<file path="config.mk">
export PLATFORM = sky130hd
export DESIGN_NAME = eth_afu_top
export DESIGN_NICKNAME = d
export VERILOG_FILES = /design/src/eth_afu_pkg.sv /design/src/afu_csr.sv /design/src/ccip_mmio_reg.sv /design/src/eth_afu_top.sv /design/src/eth_ctrl_fsm.sv /design/src/init_timer.sv /design/src/mac_csr_bank.sv
export SDC_FILE = /design/constraint.sdc
export NUM_CORES = 2
export LEC_CHECK = 0
export BUFFER_PORTS_ARGS = -buffer_cell sky130_fd_sc_hd__buf_4
export CORE_MARGIN = 3
export CORE_UTILIZATION = 39
export CTS_BUF_LIST = sky130_fd_sc_hd__clkbuf_16
export DETAILED_ROUTE_END_ITERATION = 8
export MAX_ROUTING_LAYER = met4
export PLACE_DENSITY = 0.64
export SLEW_MARGIN = 5
export SYNTH_ARGS = -nofsm -noshare
export SYNTH_HDL_FRONTEND = slang
export SYNTH_SLANG_ARGS = --single-unit
</file>
<file path="constraint.sdc">
create_clock -name clk -period 61.2 [get_ports clk]
set_input_delay 3.06 -clock clk [delete_from_list [all_inputs] [get_ports clk]]
set_output_delay 3.06 -clock clk [all_outputs]
set_load 0.05 [all_outputs]
</file>
<file path="src/eth_afu_pkg.sv">
// --------------------------------------
// Ethernet AFU shared definitions
// MMIO and MAC bus types, mailbox FSM states,
// CSR map and fixed register values
// --------------------------------------
`default_nettype none

package eth_afu_pkg;

    // Widths with a meaning
    typedef logic [15:0] mmio_addr_t;
    typedef logic [63:0] mmio_data_t;
    typedef logic [8:0]  mmio_tid_t;
    typedef logic [15:0] mac_addr_t;
    typedef logic [31:0] mac_data_t;

    // Host MMIO request, at most one valid bit high
    typedef struct packed {
        logic       wr_valid;
        logic       rd_valid;
        mmio_addr_t addr;
        mmio_tid_t  tid;
        mmio_data_t data;
    } mmio_req_t;

    // MMIO read response, tid echoed from the request
    typedef struct packed {
        logic       valid;
        mmio_tid_t  tid;
        mmio_data_t data;
    } mmio_rsp_t;

    // Single access on the MAC register bank
    typedef struct packed {
        logic      wr;
        logic      rd;
        mac_addr_t addr;
        mac_data_t wdata;
    } mac_req_t;

    // Mailbox control FSM
    typedef enum logic [2:0] {
        ST_IDLE,
        ST_WAIT_INIT,
        ST_ISSUE,
        ST_CAPTURE,
        ST_WAIT_CLEAR
    } eth_ctrl_state_t;

    // --------------------------------------
    // CSR byte offsets, slot in bits 6..3
    localparam mmio_addr_t CSR_DFH         = 16'h0000;
    localparam mmio_addr_t CSR_ID_L        = 16'h0008;
    localparam mmio_addr_t CSR_ID_H        = 16'h0010;
    localparam mmio_addr_t CSR_INIT        = 16'h0028;
    localparam mmio_addr_t CSR_ETH_CTRL    = 16'h0030;
    localparam mmio_addr_t CSR_ETH_WR_DATA = 16'h0038;
    localparam mmio_addr_t CSR_ETH_RD_DATA = 16'h0040;
    localparam mmio_addr_t CSR_SCRATCH     = 16'h0048;

    // Feature header and unit ID
    localparam mmio_data_t DFH_VALUE = 64'h1000_0000_0000_0001;
    localparam mmio_data_t AFU_ID_LO = 64'hB74F_291A_F34E_1783;
    localparam mmio_data_t AFU_ID_HI = 64'h0518_9FE4_0676_DD24;

    // Mailbox command bits, address sits in 15..0
    localparam int CTRL_WR_BIT = 16;
    localparam int CTRL_RD_BIT = 17;

endpackage

`default_nettype wire

</file>
<file path="src/afu_csr.sv">
// --------------------------------------
// AFU CSR block
// MMIO decode, CSR storage and a two stage
// read response pipeline
// --------------------------------------
`timescale 1ns/1ns
`default_nettype none

module afu_csr (
    input  logic                   clk,
    input  logic                   pck_cp2af_softReset_T1,
    input  eth_afu_pkg::mmio_req_t req,
    output eth_afu_pkg::mmio_rsp_t rsp,
    output logic [31:0]            eth_ctrl,
    output eth_afu_pkg::mac_data_t eth_wr_data,
    input  eth_afu_pkg::mac_data_t eth_rd_data,
    output logic                   init_start,
    input  logic                   init_done
);

    // Register slot is the 8 byte word index
    logic [3:0] slot;

    // CSR storage
    eth_afu_pkg::mmio_data_t init_q;
    eth_afu_pkg::mmio_data_t scratch_q;
    logic [31:0]             eth_ctrl_q;
    eth_afu_pkg::mac_data_t  eth_wr_q;

    // Read pipeline
    eth_afu_pkg::mmio_data_t rd_mux;
    eth_afu_pkg::mmio_data_t rd_data_t1;
    eth_afu_pkg::mmio_tid_t  tid_t1;
    logic                    ren_t1;
    eth_afu_pkg::mmio_data_t rsp_data_t2;
    eth_afu_pkg::mmio_tid_t  rsp_tid_t2;
    logic                    rsp_valid_t2;

    assign slot = req.addr[6:3];

    // --------------------------------------
    // CSR writes
    always_ff @(posedge clk or posedge pck_cp2af_softReset_T1)
    begin
        if (pck_cp2af_softReset_T1)
        begin
            init_q     <= '0;
            scratch_q  <= '0;
            eth_ctrl_q <= '0;
            eth_wr_q   <= '0;
        end
        else if (req.wr_valid)
        begin
            case (slot)
                eth_afu_pkg::CSR_INIT[6:3]:        init_q     <= req.data;
                eth_afu_pkg::CSR_ETH_CTRL[6:3]:    eth_ctrl_q <= req.data[31:0];
                eth_afu_pkg::CSR_ETH_WR_DATA[6:3]: eth_wr_q   <= req.data[31:0];
                eth_afu_pkg::CSR_SCRATCH[6:3]:     scratch_q  <= req.data;
                default: ;
            endcase
        end
    end

    // --------------------------------------
    // Read data select
    always_comb
    begin
        case (slot)
            eth_afu_pkg::CSR_DFH[6:3]:         rd_mux = eth_afu_pkg::DFH_VALUE;
            eth_afu_pkg::CSR_ID_L[6:3]:        rd_mux = eth_afu_pkg::AFU_ID_LO;
            eth_afu_pkg::CSR_ID_H[6:3]:        rd_mux = eth_afu_pkg::AFU_ID_HI;
            // Bit 1 reports bring-up status
            eth_afu_pkg::CSR_INIT[6:3]:        rd_mux = {init_q[63:2], init_done, init_q[0]};
            eth_afu_pkg::CSR_ETH_CTRL[6:3]:    rd_mux = {32'b0, eth_ctrl_q};
            eth_afu_pkg::CSR_ETH_WR_DATA[6:3]: rd_mux = {32'b0, eth_wr_q};
            eth_afu_pkg::CSR_ETH_RD_DATA[6:3]: rd_mux = {32'b0, eth_rd_data};
            eth_afu_pkg::CSR_SCRATCH[6:3]:     rd_mux = scratch_q;
            default:                           rd_mux = '0;
        endcase
    end

    // Valid path of both stages
    always_ff @(posedge clk or posedge pck_cp2af_softReset_T1)
    begin
        if (pck_cp2af_softReset_T1)
        begin
            ren_t1       <= 1'b0;
            rsp_valid_t2 <= 1'b0;
        end
        else
        begin
            ren_t1       <= req.rd_valid;
            rsp_valid_t2 <= ren_t1;
        end
    end

    // Tid and data follow each read down the pipe
    always_ff @(posedge clk)
    begin
        rd_data_t1  <= rd_mux;
        tid_t1      <= req.tid;
        rsp_data_t2 <= rd_data_t1;
        rsp_tid_t2  <= tid_t1;
    end

    assign rsp.valid   = rsp_valid_t2;
    assign rsp.tid     = rsp_tid_t2;
    assign rsp.data    = rsp_data_t2;

    // Mailbox and init outputs
    assign eth_ctrl    = eth_ctrl_q;
    assign eth_wr_data = eth_wr_q;
    assign init_start  = init_q[0];

endmodule

`default_nettype wire

</file>
<file path="src/ccip_mmio_reg.sv">
// --------------------------------------
// MMIO boundary register stage
// One flop each way between host and CSR block
// --------------------------------------
`timescale 1ns/1ns
`default_nettype none

module ccip_mmio_reg (
    input  logic                   clk,
    input  logic                   pck_cp2af_softReset_T1,
    input  eth_afu_pkg::mmio_req_t req_in,
    output eth_afu_pkg::mmio_req_t req_q,
    input  eth_afu_pkg::mmio_rsp_t rsp_d,
    output eth_afu_pkg::mmio_rsp_t rsp_out
);

    // Strobes, cleared by reset
    logic req_wr_q;
    logic req_rd_q;
    logic rsp_valid_q;

    // Payloads, free running
    eth_afu_pkg::mmio_req_t req_pl_q;
    eth_afu_pkg::mmio_rsp_t rsp_pl_q;

    always_ff @(posedge clk or posedge pck_cp2af_softReset_T1)
    begin
        if (pck_cp2af_softReset_T1)
        begin
            req_wr_q    <= 1'b0;
            req_rd_q    <= 1'b0;
            rsp_valid_q <= 1'b0;
        end
        else
        begin
            req_wr_q    <= req_in.wr_valid;
            req_rd_q    <= req_in.rd_valid;
            rsp_valid_q <= rsp_d.valid;
        end
    end

    always_ff @(posedge clk)
    begin
        req_pl_q <= req_in;
        rsp_pl_q <= rsp_d;
    end

    // Rebuild the structs with the reset strobes
    always_comb
    begin
        req_q          = req_pl_q;
        req_q.wr_valid = req_wr_q;
        req_q.rd_valid = req_rd_q;
        rsp_out        = rsp_pl_q;
        rsp_out.valid  = rsp_valid_q;
    end

endmodule

`default_nettype wire

</file>
<file path="src/eth_afu_top.sv">
// --------------------------------------
// Ethernet AFU control top
// MMIO boundary, CSRs, mailbox FSM, init timer
// and MAC register bank
// --------------------------------------
`timescale 1ns/1ns
`default_nettype none

module eth_afu_top #(
    parameter int INIT_CYCLES  = 20,
    parameter int NUM_MAC_REGS = 16
) (
    input  logic                   clk,
    input  logic                   pck_cp2af_softReset_T1,
    input  eth_afu_pkg::mmio_req_t mmio_req,
    output eth_afu_pkg::mmio_rsp_t mmio_rsp
);

    // Boundary to CSR block
    eth_afu_pkg::mmio_req_t req_q;
    eth_afu_pkg::mmio_rsp_t rsp_d;

    // Mailbox between CSRs and FSM
    logic [31:0]            eth_ctrl;
    eth_afu_pkg::mac_data_t eth_wr_data;
    eth_afu_pkg::mac_data_t eth_rd_data;
    logic                   init_start;
    logic                   init_done;

    // FSM to MAC bank
    eth_afu_pkg::mac_req_t  mac_req;
    eth_afu_pkg::mac_data_t mac_rdata;

    ccip_mmio_reg u_mmio_reg (
        .clk                    (clk),
        .pck_cp2af_softReset_T1 (pck_cp2af_softReset_T1),
        .req_in                 (mmio_req),
        .req_q                  (req_q),
        .rsp_d                  (rsp_d),
        .rsp_out                (mmio_rsp)
    );

    afu_csr u_csr (
        .clk                    (clk),
        .pck_cp2af_softReset_T1 (pck_cp2af_softReset_T1),
        .req                    (req_q),
        .rsp                    (rsp_d),
        .eth_ctrl               (eth_ctrl),
        .eth_wr_data            (eth_wr_data),
        .eth_rd_data            (eth_rd_data),
        .init_start             (init_start),
        .init_done              (init_done)
    );

    eth_ctrl_fsm u_ctrl_fsm (
        .clk                    (clk),
        .pck_cp2af_softReset_T1 (pck_cp2af_softReset_T1),
        .eth_ctrl               (eth_ctrl),
        .eth_wr_data            (eth_wr_data),
        .init_done              (init_done),
        .mac_req                (mac_req),
        .mac_rdata              (mac_rdata),
        .eth_rd_data            (eth_rd_data)
    );

    init_timer #(
        .INIT_CYCLES            (INIT_CYCLES)
    ) u_init_timer (
        .clk                    (clk),
        .pck_cp2af_softReset_T1 (pck_cp2af_softReset_T1),
        .init_start             (init_start),
        .init_done              (init_done)
    );

    mac_csr_bank #(
        .NUM_MAC_REGS           (NUM_MAC_REGS)
    ) u_mac_bank (
        .clk                    (clk),
        .pck_cp2af_softReset_T1 (pck_cp2af_softReset_T1),
        .mac_req                (mac_req),
        .mac_rdata              (mac_rdata)
    );

endmodule

`default_nettype wire

</file>
<file path="src/eth_ctrl_fsm.sv">
// --------------------------------------
// Mailbox control FSM
// Turns mailbox command bits into single MAC
// bank accesses and captures read data
// --------------------------------------
`timescale 1ns/1ns
`default_nettype none

module eth_ctrl_fsm (
    input  logic                   clk,
    input  logic                   pck_cp2af_softReset_T1,
    input  logic [31:0]            eth_ctrl,
    input  eth_afu_pkg::mac_data_t eth_wr_data,
    input  logic                   init_done,
    output eth_afu_pkg::mac_req_t  mac_req,
    input  eth_afu_pkg::mac_data_t mac_rdata,
    output eth_afu_pkg::mac_data_t eth_rd_data
);

    eth_afu_pkg::eth_ctrl_state_t state;

    // Command bits from software
    logic cmd_wr_bit;
    logic cmd_rd_bit;
    logic cmd_any;

    // Latched command, held while init is pending
    logic                   cmd_wr;
    logic                   cmd_rd;
    eth_afu_pkg::mac_addr_t cmd_addr;
    eth_afu_pkg::mac_data_t cmd_wdata;

    assign cmd_wr_bit = eth_ctrl[eth_afu_pkg::CTRL_WR_BIT];
    assign cmd_rd_bit = eth_ctrl[eth_afu_pkg::CTRL_RD_BIT];
    assign cmd_any    = cmd_wr_bit | cmd_rd_bit;

    // --------------------------------------
    // State and control
    always_ff @(posedge clk or posedge pck_cp2af_softReset_T1)
    begin
        if (pck_cp2af_softReset_T1)
        begin
            state       <= eth_afu_pkg::ST_IDLE;
            cmd_wr      <= 1'b0;
            cmd_rd      <= 1'b0;
            eth_rd_data <= '0;
        end
        else
        begin
            case (state)
                eth_afu_pkg::ST_IDLE:
                begin
                    // IDLE is entered only with both bits low, so any bit here is new
                    if (cmd_any)
                    begin
                        cmd_wr <= cmd_wr_bit;
                        // Write wins when both are set
                        cmd_rd <= cmd_rd_bit & ~cmd_wr_bit;
                        state  <= init_done ? eth_afu_pkg::ST_ISSUE
                                            : eth_afu_pkg::ST_WAIT_INIT;
                    end
                end
                eth_afu_pkg::ST_WAIT_INIT:
                    if (init_done)
                        state <= eth_afu_pkg::ST_ISSUE;
                eth_afu_pkg::ST_ISSUE:
                    state <= cmd_rd ? eth_afu_pkg::ST_CAPTURE : eth_afu_pkg::ST_WAIT_CLEAR;
                eth_afu_pkg::ST_CAPTURE:
                begin
                    // Bank data is registered, ready one cycle after the strobe
                    eth_rd_data <= mac_rdata;
                    state       <= eth_afu_pkg::ST_WAIT_CLEAR;
                end
                eth_afu_pkg::ST_WAIT_CLEAR:
                    if (!cmd_any)
                        state <= eth_afu_pkg::ST_IDLE;
                default:
                    state <= eth_afu_pkg::ST_IDLE;
            endcase
        end
    end

    // Address and write data captured with the command
    always_ff @(posedge clk)
    begin
        if (state == eth_afu_pkg::ST_IDLE && cmd_any)
        begin
            cmd_addr  <= eth_ctrl[15:0];
            cmd_wdata <= eth_wr_data;
        end
    end

    // Single cycle strobe while in ISSUE
    always_comb
    begin
        mac_req.wr    = (state == eth_afu_pkg::ST_ISSUE) & cmd_wr;
        mac_req.rd    = (state == eth_afu_pkg::ST_ISSUE) & cmd_rd;
        mac_req.addr  = cmd_addr;
        mac_req.wdata = cmd_wdata;
    end

endmodule

`default_nettype wire

</file>
<file path="src/init_timer.sv">
// --------------------------------------
// MAC bring-up timer
// Raises init_done a fixed time after init start
// --------------------------------------
`timescale 1ns/1ns
`default_nettype none

module init_timer #(
    parameter int INIT_CYCLES = 20
) (
    input  logic clk,
    input  logic pck_cp2af_softReset_T1,
    input  logic init_start,
    output logic init_done
);

    localparam int CNT_W = $clog2(INIT_CYCLES + 1);

    logic [CNT_W-1:0] cnt;
    logic [CNT_W-1:0] cnt_next;

    // Saturating count while started, cleared otherwise
    always_comb
    begin
        if (!init_start)
            cnt_next = '0;
        else if (cnt == CNT_W'(INIT_CYCLES))
            cnt_next = cnt;
        else
            cnt_next = cnt + CNT_W'(1);
    end

    always_ff @(posedge clk or posedge pck_cp2af_softReset_T1)
    begin
        if (pck_cp2af_softReset_T1)
        begin
            cnt       <= '0;
            init_done <= 1'b0;
        end
        else
        begin
            cnt       <= cnt_next;
            // Done on the edge the count reaches its end
            init_done <= init_start & (cnt_next == CNT_W'(INIT_CYCLES));
        end
    end

endmodule

`default_nettype wire

</file>
<file path="src/mac_csr_bank.sv">
// --------------------------------------
// MAC configuration register bank
// 32-bit registers, registered read data
// --------------------------------------
`timescale 1ns/1ns
`default_nettype none

module mac_csr_bank #(
    parameter int NUM_MAC_REGS = 16
) (
    input  logic                   clk,
    input  logic                   pck_cp2af_softReset_T1,
    input  eth_afu_pkg::mac_req_t  mac_req,
    output eth_afu_pkg::mac_data_t mac_rdata
);

    localparam int IDX_W = (NUM_MAC_REGS > 1) ? $clog2(NUM_MAC_REGS) : 1;

    eth_afu_pkg::mac_data_t regs [NUM_MAC_REGS];

    logic             in_range;
    logic [IDX_W-1:0] idx;

    // Addresses past the bank are dropped
    assign in_range = (mac_req.addr < eth_afu_pkg::mac_addr_t'(NUM_MAC_REGS));
    assign idx      = mac_req.addr[IDX_W-1:0];

    // --------------------------------------
    // Register writes
    always_ff @(posedge clk or posedge pck_cp2af_softReset_T1)
    begin
        if (pck_cp2af_softReset_T1)
        begin
            for (int i = 0; i < NUM_MAC_REGS; i++)
                regs[i] <= '0;
        end
        else if (mac_req.wr && in_range)
        begin
            regs[idx] <= mac_req.wdata;
        end
    end

    // Read returns next cycle, zero when out of range
    always_ff @(posedge clk)
    begin
        if (mac_req.rd)
            mac_rdata <= in_range ? regs[idx] : '0;
    end

endmodule

`default_nettype wire

</file>
# After elaboration in Yosys (flattened, before gate mapping)
# Index checks and enable logic that the tools add are counted.
[op_classes] mul=0 n_lt_le_gt_ge=3 div=0 eq_ne=16 bitwise=7 shifts=0 add_sub_neg=1 muxes=15 reduce_logical=11
[ops] cell="512-bit bitwise mux" n=1
[ops] cell="64-bit one-hot mux with 8 select lines" n=1
[ops] cell="32-bit binary-select mux with 4-bit select" n=1
[ops] cell="32-bit demux with 4-bit select" n=1
[ops] cell="32-bit two-way mux" n=3
[ops] cell="16-bit by 5-bit < comparator with 1-bit output, second input constant" n=1
[ops] cell="3-bit one-hot mux with 5 select lines" n=1
[ops] cell="4-bit by 3-bit == test with 1-bit output, second input constant" n=3
[ops] cell="3-bit two-way mux" n=4
[ops] cell="5-bit == test, second input constant" n=2
[ops] cell="5-bit two-way mux" n=2
[ops] cell="2-bit AND reduction" n=5
[ops] cell="4-bit == test, second input constant" n=2
[ops] cell="3-bit by 2-bit == test with 1-bit output, second input constant" n=2
[ops] cell="5-bit by 1-bit adder with 5-bit output, second input constant" n=1
[ops] cell="5-bit >= comparator, second input constant" n=1
[ops] cell="5-bit by 1-bit < comparator with 1-bit output, second input constant" n=1
[ops] cell="4-bit inverter with 5-bit output" n=1
[ops] cell="1-bit bitwise AND" n=4
[ops] cell="4-bit by 1-bit == test with 1-bit output, second input constant" n=1
[ops] cell="4-bit by 2-bit == test with 1-bit output, second input constant" n=1
[ops] cell="4-bit logical NOT" n=1
[ops] cell="2-bit by 1-bit != test with 1-bit output, second input constant" n=2
[ops] cell="3-bit by 1-bit == test with 1-bit output, second input constant" n=1
[ops] cell="other kinds (8)" n=10
[totals] inputBits=93 latchBits=0 ram_bits=0 mem_bits_ro=0 memories=0 register_bits=1131

# Logic depth before layout (Yosys ltp)
[logic_depth] word_depth=6 depth_mapped=7

# By module
# From an unflattened synthesis, not the netlist that was laid out.
[unflattened] hier_cells=2627 area_unflattened_um2=43270.2
[by_module_without_submodules] module="mac_csr_bank" instances=1 area_each_um2=24243.3 cells_per_inst=1436
[by_module_without_submodules] module="afu_csr" instances=1 area_each_um2=12330.6 cells_per_inst=850
[by_module_without_submodules] module="ccip_mmio_reg" instances=1 area_each_um2=3344.5 cells_per_inst=169
[by_module_without_submodules] module="eth_ctrl_fsm" instances=1 area_each_um2=3041.7 cells_per_inst=143
[by_module_without_submodules] module="init_timer" instances=1 area_each_um2=310.3 cells_per_inst=29

# Worst setup path before layout
# No wires, ideal clock.
[synth_path] kind="register to output" from="register u_mmio_reg.rsp_pl_q, in the netlist u_mmio_reg.rsp_out[0]" to="output mmio_rsp[0] (netlist bit)" arrival_ps=587 stages_incl_launch_ff=1 slack_ps=57553 t_required_ps=58140 path_cell_list="dfxtp_1"
[synth_rtl] element="start: declaration" line_no="ccip_mmio_reg.sv:24" source="eth_afu_pkg::mmio_rsp_t rsp_pl_q;"
[synth_rtl] element="start signal: assignment" line_no="ccip_mmio_reg.sv:45" source="rsp_pl_q <= rsp_d;"
[synth_rtl] element="end: declaration" line_no="eth_afu_top.sv:16" source="output eth_afu_pkg::mmio_rsp_t mmio_rsp"
# No word-level cell between the ends.

==> reports/qor.yml <==
run_status:
  run_status: "finished, final reports clean"
clock_tree:
  clk_pin_slew_ns: 0.06
  post_cts_resized: 0
  postCtsSetupBuffers: 0
  numCtsBuffers: 110
  hold_buffers: 0
  clk_path_buf_depth: 3
  cts_root_buf: "clkbuf_16"
  cts_tree: "yes"
  cts-htree-levels: 3
  cts_sinks: 1127
  clk_latency_ns: 0.70
pwr:
  leakage_nw: 22.10
  p_per_area_nw_per_um2: 32.90
  total_power_mw: 1.582
  irDropWorstVdd_mv: 0.02127
synthesis:
  synth.most_common_cell: "dfrtp_1"
  async_reset_ff_share_pct: 66.64
  ys_top_cells_by_area: "dfrtp_1, mux2_2, dfxtp_1"
  synth_top_cell_area_share_pct: 45.11
  synthCells: 2518
  synth_area_leader_cell: "dfrtp_1"
  yosys-top-cells-count: "dfrtp_1, mux2_2, dfxtp_1"
  synth_edf_count: 80
  yosys_warnings: 0
  yosysSeqAreaShare_pct: 65.10
  synth.cell_area_um2: 41660
  synth_ff_type: "dfrtp_1"
  avgSynthCellArea_um2: 16.55
  ys_seq_elements: 1127
  synth.distinct_cells: 48
  synth.net_count: 2613
final_layout:
  fillCellCount: 9030
  final_area_um2: 48090
  multiInputGateArea_um2: 13960
  finalNetCount: 2749
  drive_gt1_share_pct: 42.00
  register_area_um2: 27120
  synthToLayoutAreaGrowth_pct: 15.43
timing:
  skew_ns: 0.05010
  finalSetupViolCount: 0
  fin_setup_tns_ns: 0
  fmax_ghz: 0.1966
  hold_ws_ns: 0.3172
  post-route-period-util_pct: 8.309
  hold_violations: 0
  rsz0062_at_grt: "no"
  worst_pin_slew_ns: 1.221
  maxSlewViolCount: 0
  period_minus_slack_ns: 5.085
  slew_headroom_pct: 18.18
routing:
  drt-total-wl_mm: 98.76
  viasPerCell: 5.376
  first_iter_violations: 1429
  ant_nets: 0
  drc_errors: 0
  drtPass1Iterations: 5
  vias: 22280
  wire_per_inst_um: 23.83
worst_setup_path:
  crit_fanout: 91
  worst_ep_arrival_time_ns: 5.72
  required_ns: 61.83
  worst_setup_path_end_kind: "asynchronous set/reset pin"
  start_kind: "input pin"
  crit_type: "input pin to asynchronous set/reset pin"
floorplanning:
  core_area_um2: 105700
  die_y_um: 332.9
  fp-row-count: 119
  initial_core_util_pct: 39.41
  ios: 167
  die_w_um: 332.9
  dieArea_um2: 110800
placement:
  post_dp_cell_area_um2: 44370
  hpwl_mm: 56.16
  finalWeightedCongestion: 0.7767
  io_buffers: 154
grt:
  grt_pass1_wl_mm: 151.6
  grt_util_all_layers_pct: 18.34
  grt_max_degree: 196
  antenna_found_initial: 3
  overflow: 0
  grt_pass1_vias: 24390
run:
  max_cap_viol_count: 0
worst_hold_path:
  hold_path.class: "register to register"
-- registers in the layout (all words and copies together), names as in the netlist, 5 cells and up --
name and flops:
u_csr.scratch_q 64, u_mmio_reg.rsp_out 73, u_csr.rsp_data_t2 64, u_mac_bank.mac_rdata 32, u_csr.eth_ctrl 32, u_csr.tid_t1 9, u_mac_bank.regs 512, u_init_timer.cnt 5
u_ctrl_fsm.cmd_addr 16, u_ctrl_fsm.eth_rd_data 32, u_csr.rd_data_t1 64, u_csr.rsp_tid_t2 9, u_ctrl_fsm.cmd_wdata 32, u_csr.init_q 63, u_mmio_reg.req_q 77, u_csr.eth_wr_data 32
-- power breakdown --
group / leakage, nW / internal [mW] / switching [mW]
Clock: 1.88 / 0.392 / 0.290
Sequential: 13.4 / 0.796 / 0.0295
Combinational: 6.81 / 0.0350 / 0.0410
Total: 22.1 / 1.22 / 0.360
-- placed cells by master (no fill, tap or decap), types with 8 or more instances in the layout --
cell and count:
a22oi_1 57, mux2_2 632, nand2_1 24, dfrtp_1 751, nand3_1 19, dfxtp_1 296, bufinv_16 10, edfxtp_1 80
nor3_4 9, o22ai_1 33, inv_1 24, a22o_1 8, buf_4 196, a21oi_1 24, nand2b_1 9, clkbuf_16 118
mux2_1 103, clkinv_1 26, mux2i_1 64, a221o_1 25, mux4_2 128, nand4_1 8, clkinv_2 18
-- critical path: stages --
cell	delay, ns
buf_4	0.13
inv_8	0.43
buf_4	0.92
buf_4	1.00
-- final timing paths --
path                       depth (start not counted)  slack, ns                   start                     end
min                                                0       0.32         u_csr.tid_t1[7]     u_csr.rsp_tid_t2[7]
min reg2reg                                        0       0.32         u_csr.tid_t1[7]     u_csr.rsp_tid_t2[7]
max                                                4      56.11  pck_cp2af_softReset_T1     u_mac_bank.regs[78]
max in group clk                                   5      56.82     u_ctrl_fsm.state[2]     u_mac_bank.regs[99]
max reg2reg                                        5      56.82     u_ctrl_fsm.state[2]     u_mac_bank.regs[99]
min in group asynchronous                          2       2.48  pck_cp2af_softReset_T1  u_mmio_reg.rsp_valid_q
-- cell families (layout without fill, tap and decap cells) --
logic type	count (synthesis)	in the layout	synth area share, %
AOI/OAI and AO/OA	163	163	2.901
xor gates and xnor gates	4	4	0.08408
DFF	1127	1127	65.10
muxes	927	927	28.32
and+or+nand+nor	114	114	1.727
other	0	3	0
buffers and inverters	181	413	1.811
adders and majority gates	2	2	0.06005
-- metal layers --
| metal | routed length [µm] | global-route usage, % | vias to the layer above |
|---|---|---|---|
| met5 | 0 | - | - |
| li1 | - | - | 9569 |
| met1 | 42370 | 23.25 | 11920 |
| met2 | 48470 | 29.89 | 634 |
| met4 | 2381 | 5.776 | 0 |
| met3 | 5539 | 3.519 | 159 |
-- stage by stage --
stage                     cells  util, %  setup slack (ns)
after global routing       4143    45.49             55.64
after global placement     3933    41.97             55.46
after detailed placement   3933    41.97             55.25
after CTS                  4141    45.49             55.98
after floorplan            2518        -             37.06
final                      4144    45.49             56.11
-- final cells by class --
class,count,share of cell area (%)
diodes,3,0.01561
clock buffers,118,6.140
clock inverters,90,1.595
inverters,7,0.07024
multi-input cells,1210,29.03
flip-flops and latches,1127,56.39
well taps,1391,3.619
repair buffers,198,3.143
Power figures use the tool's default switching activity.
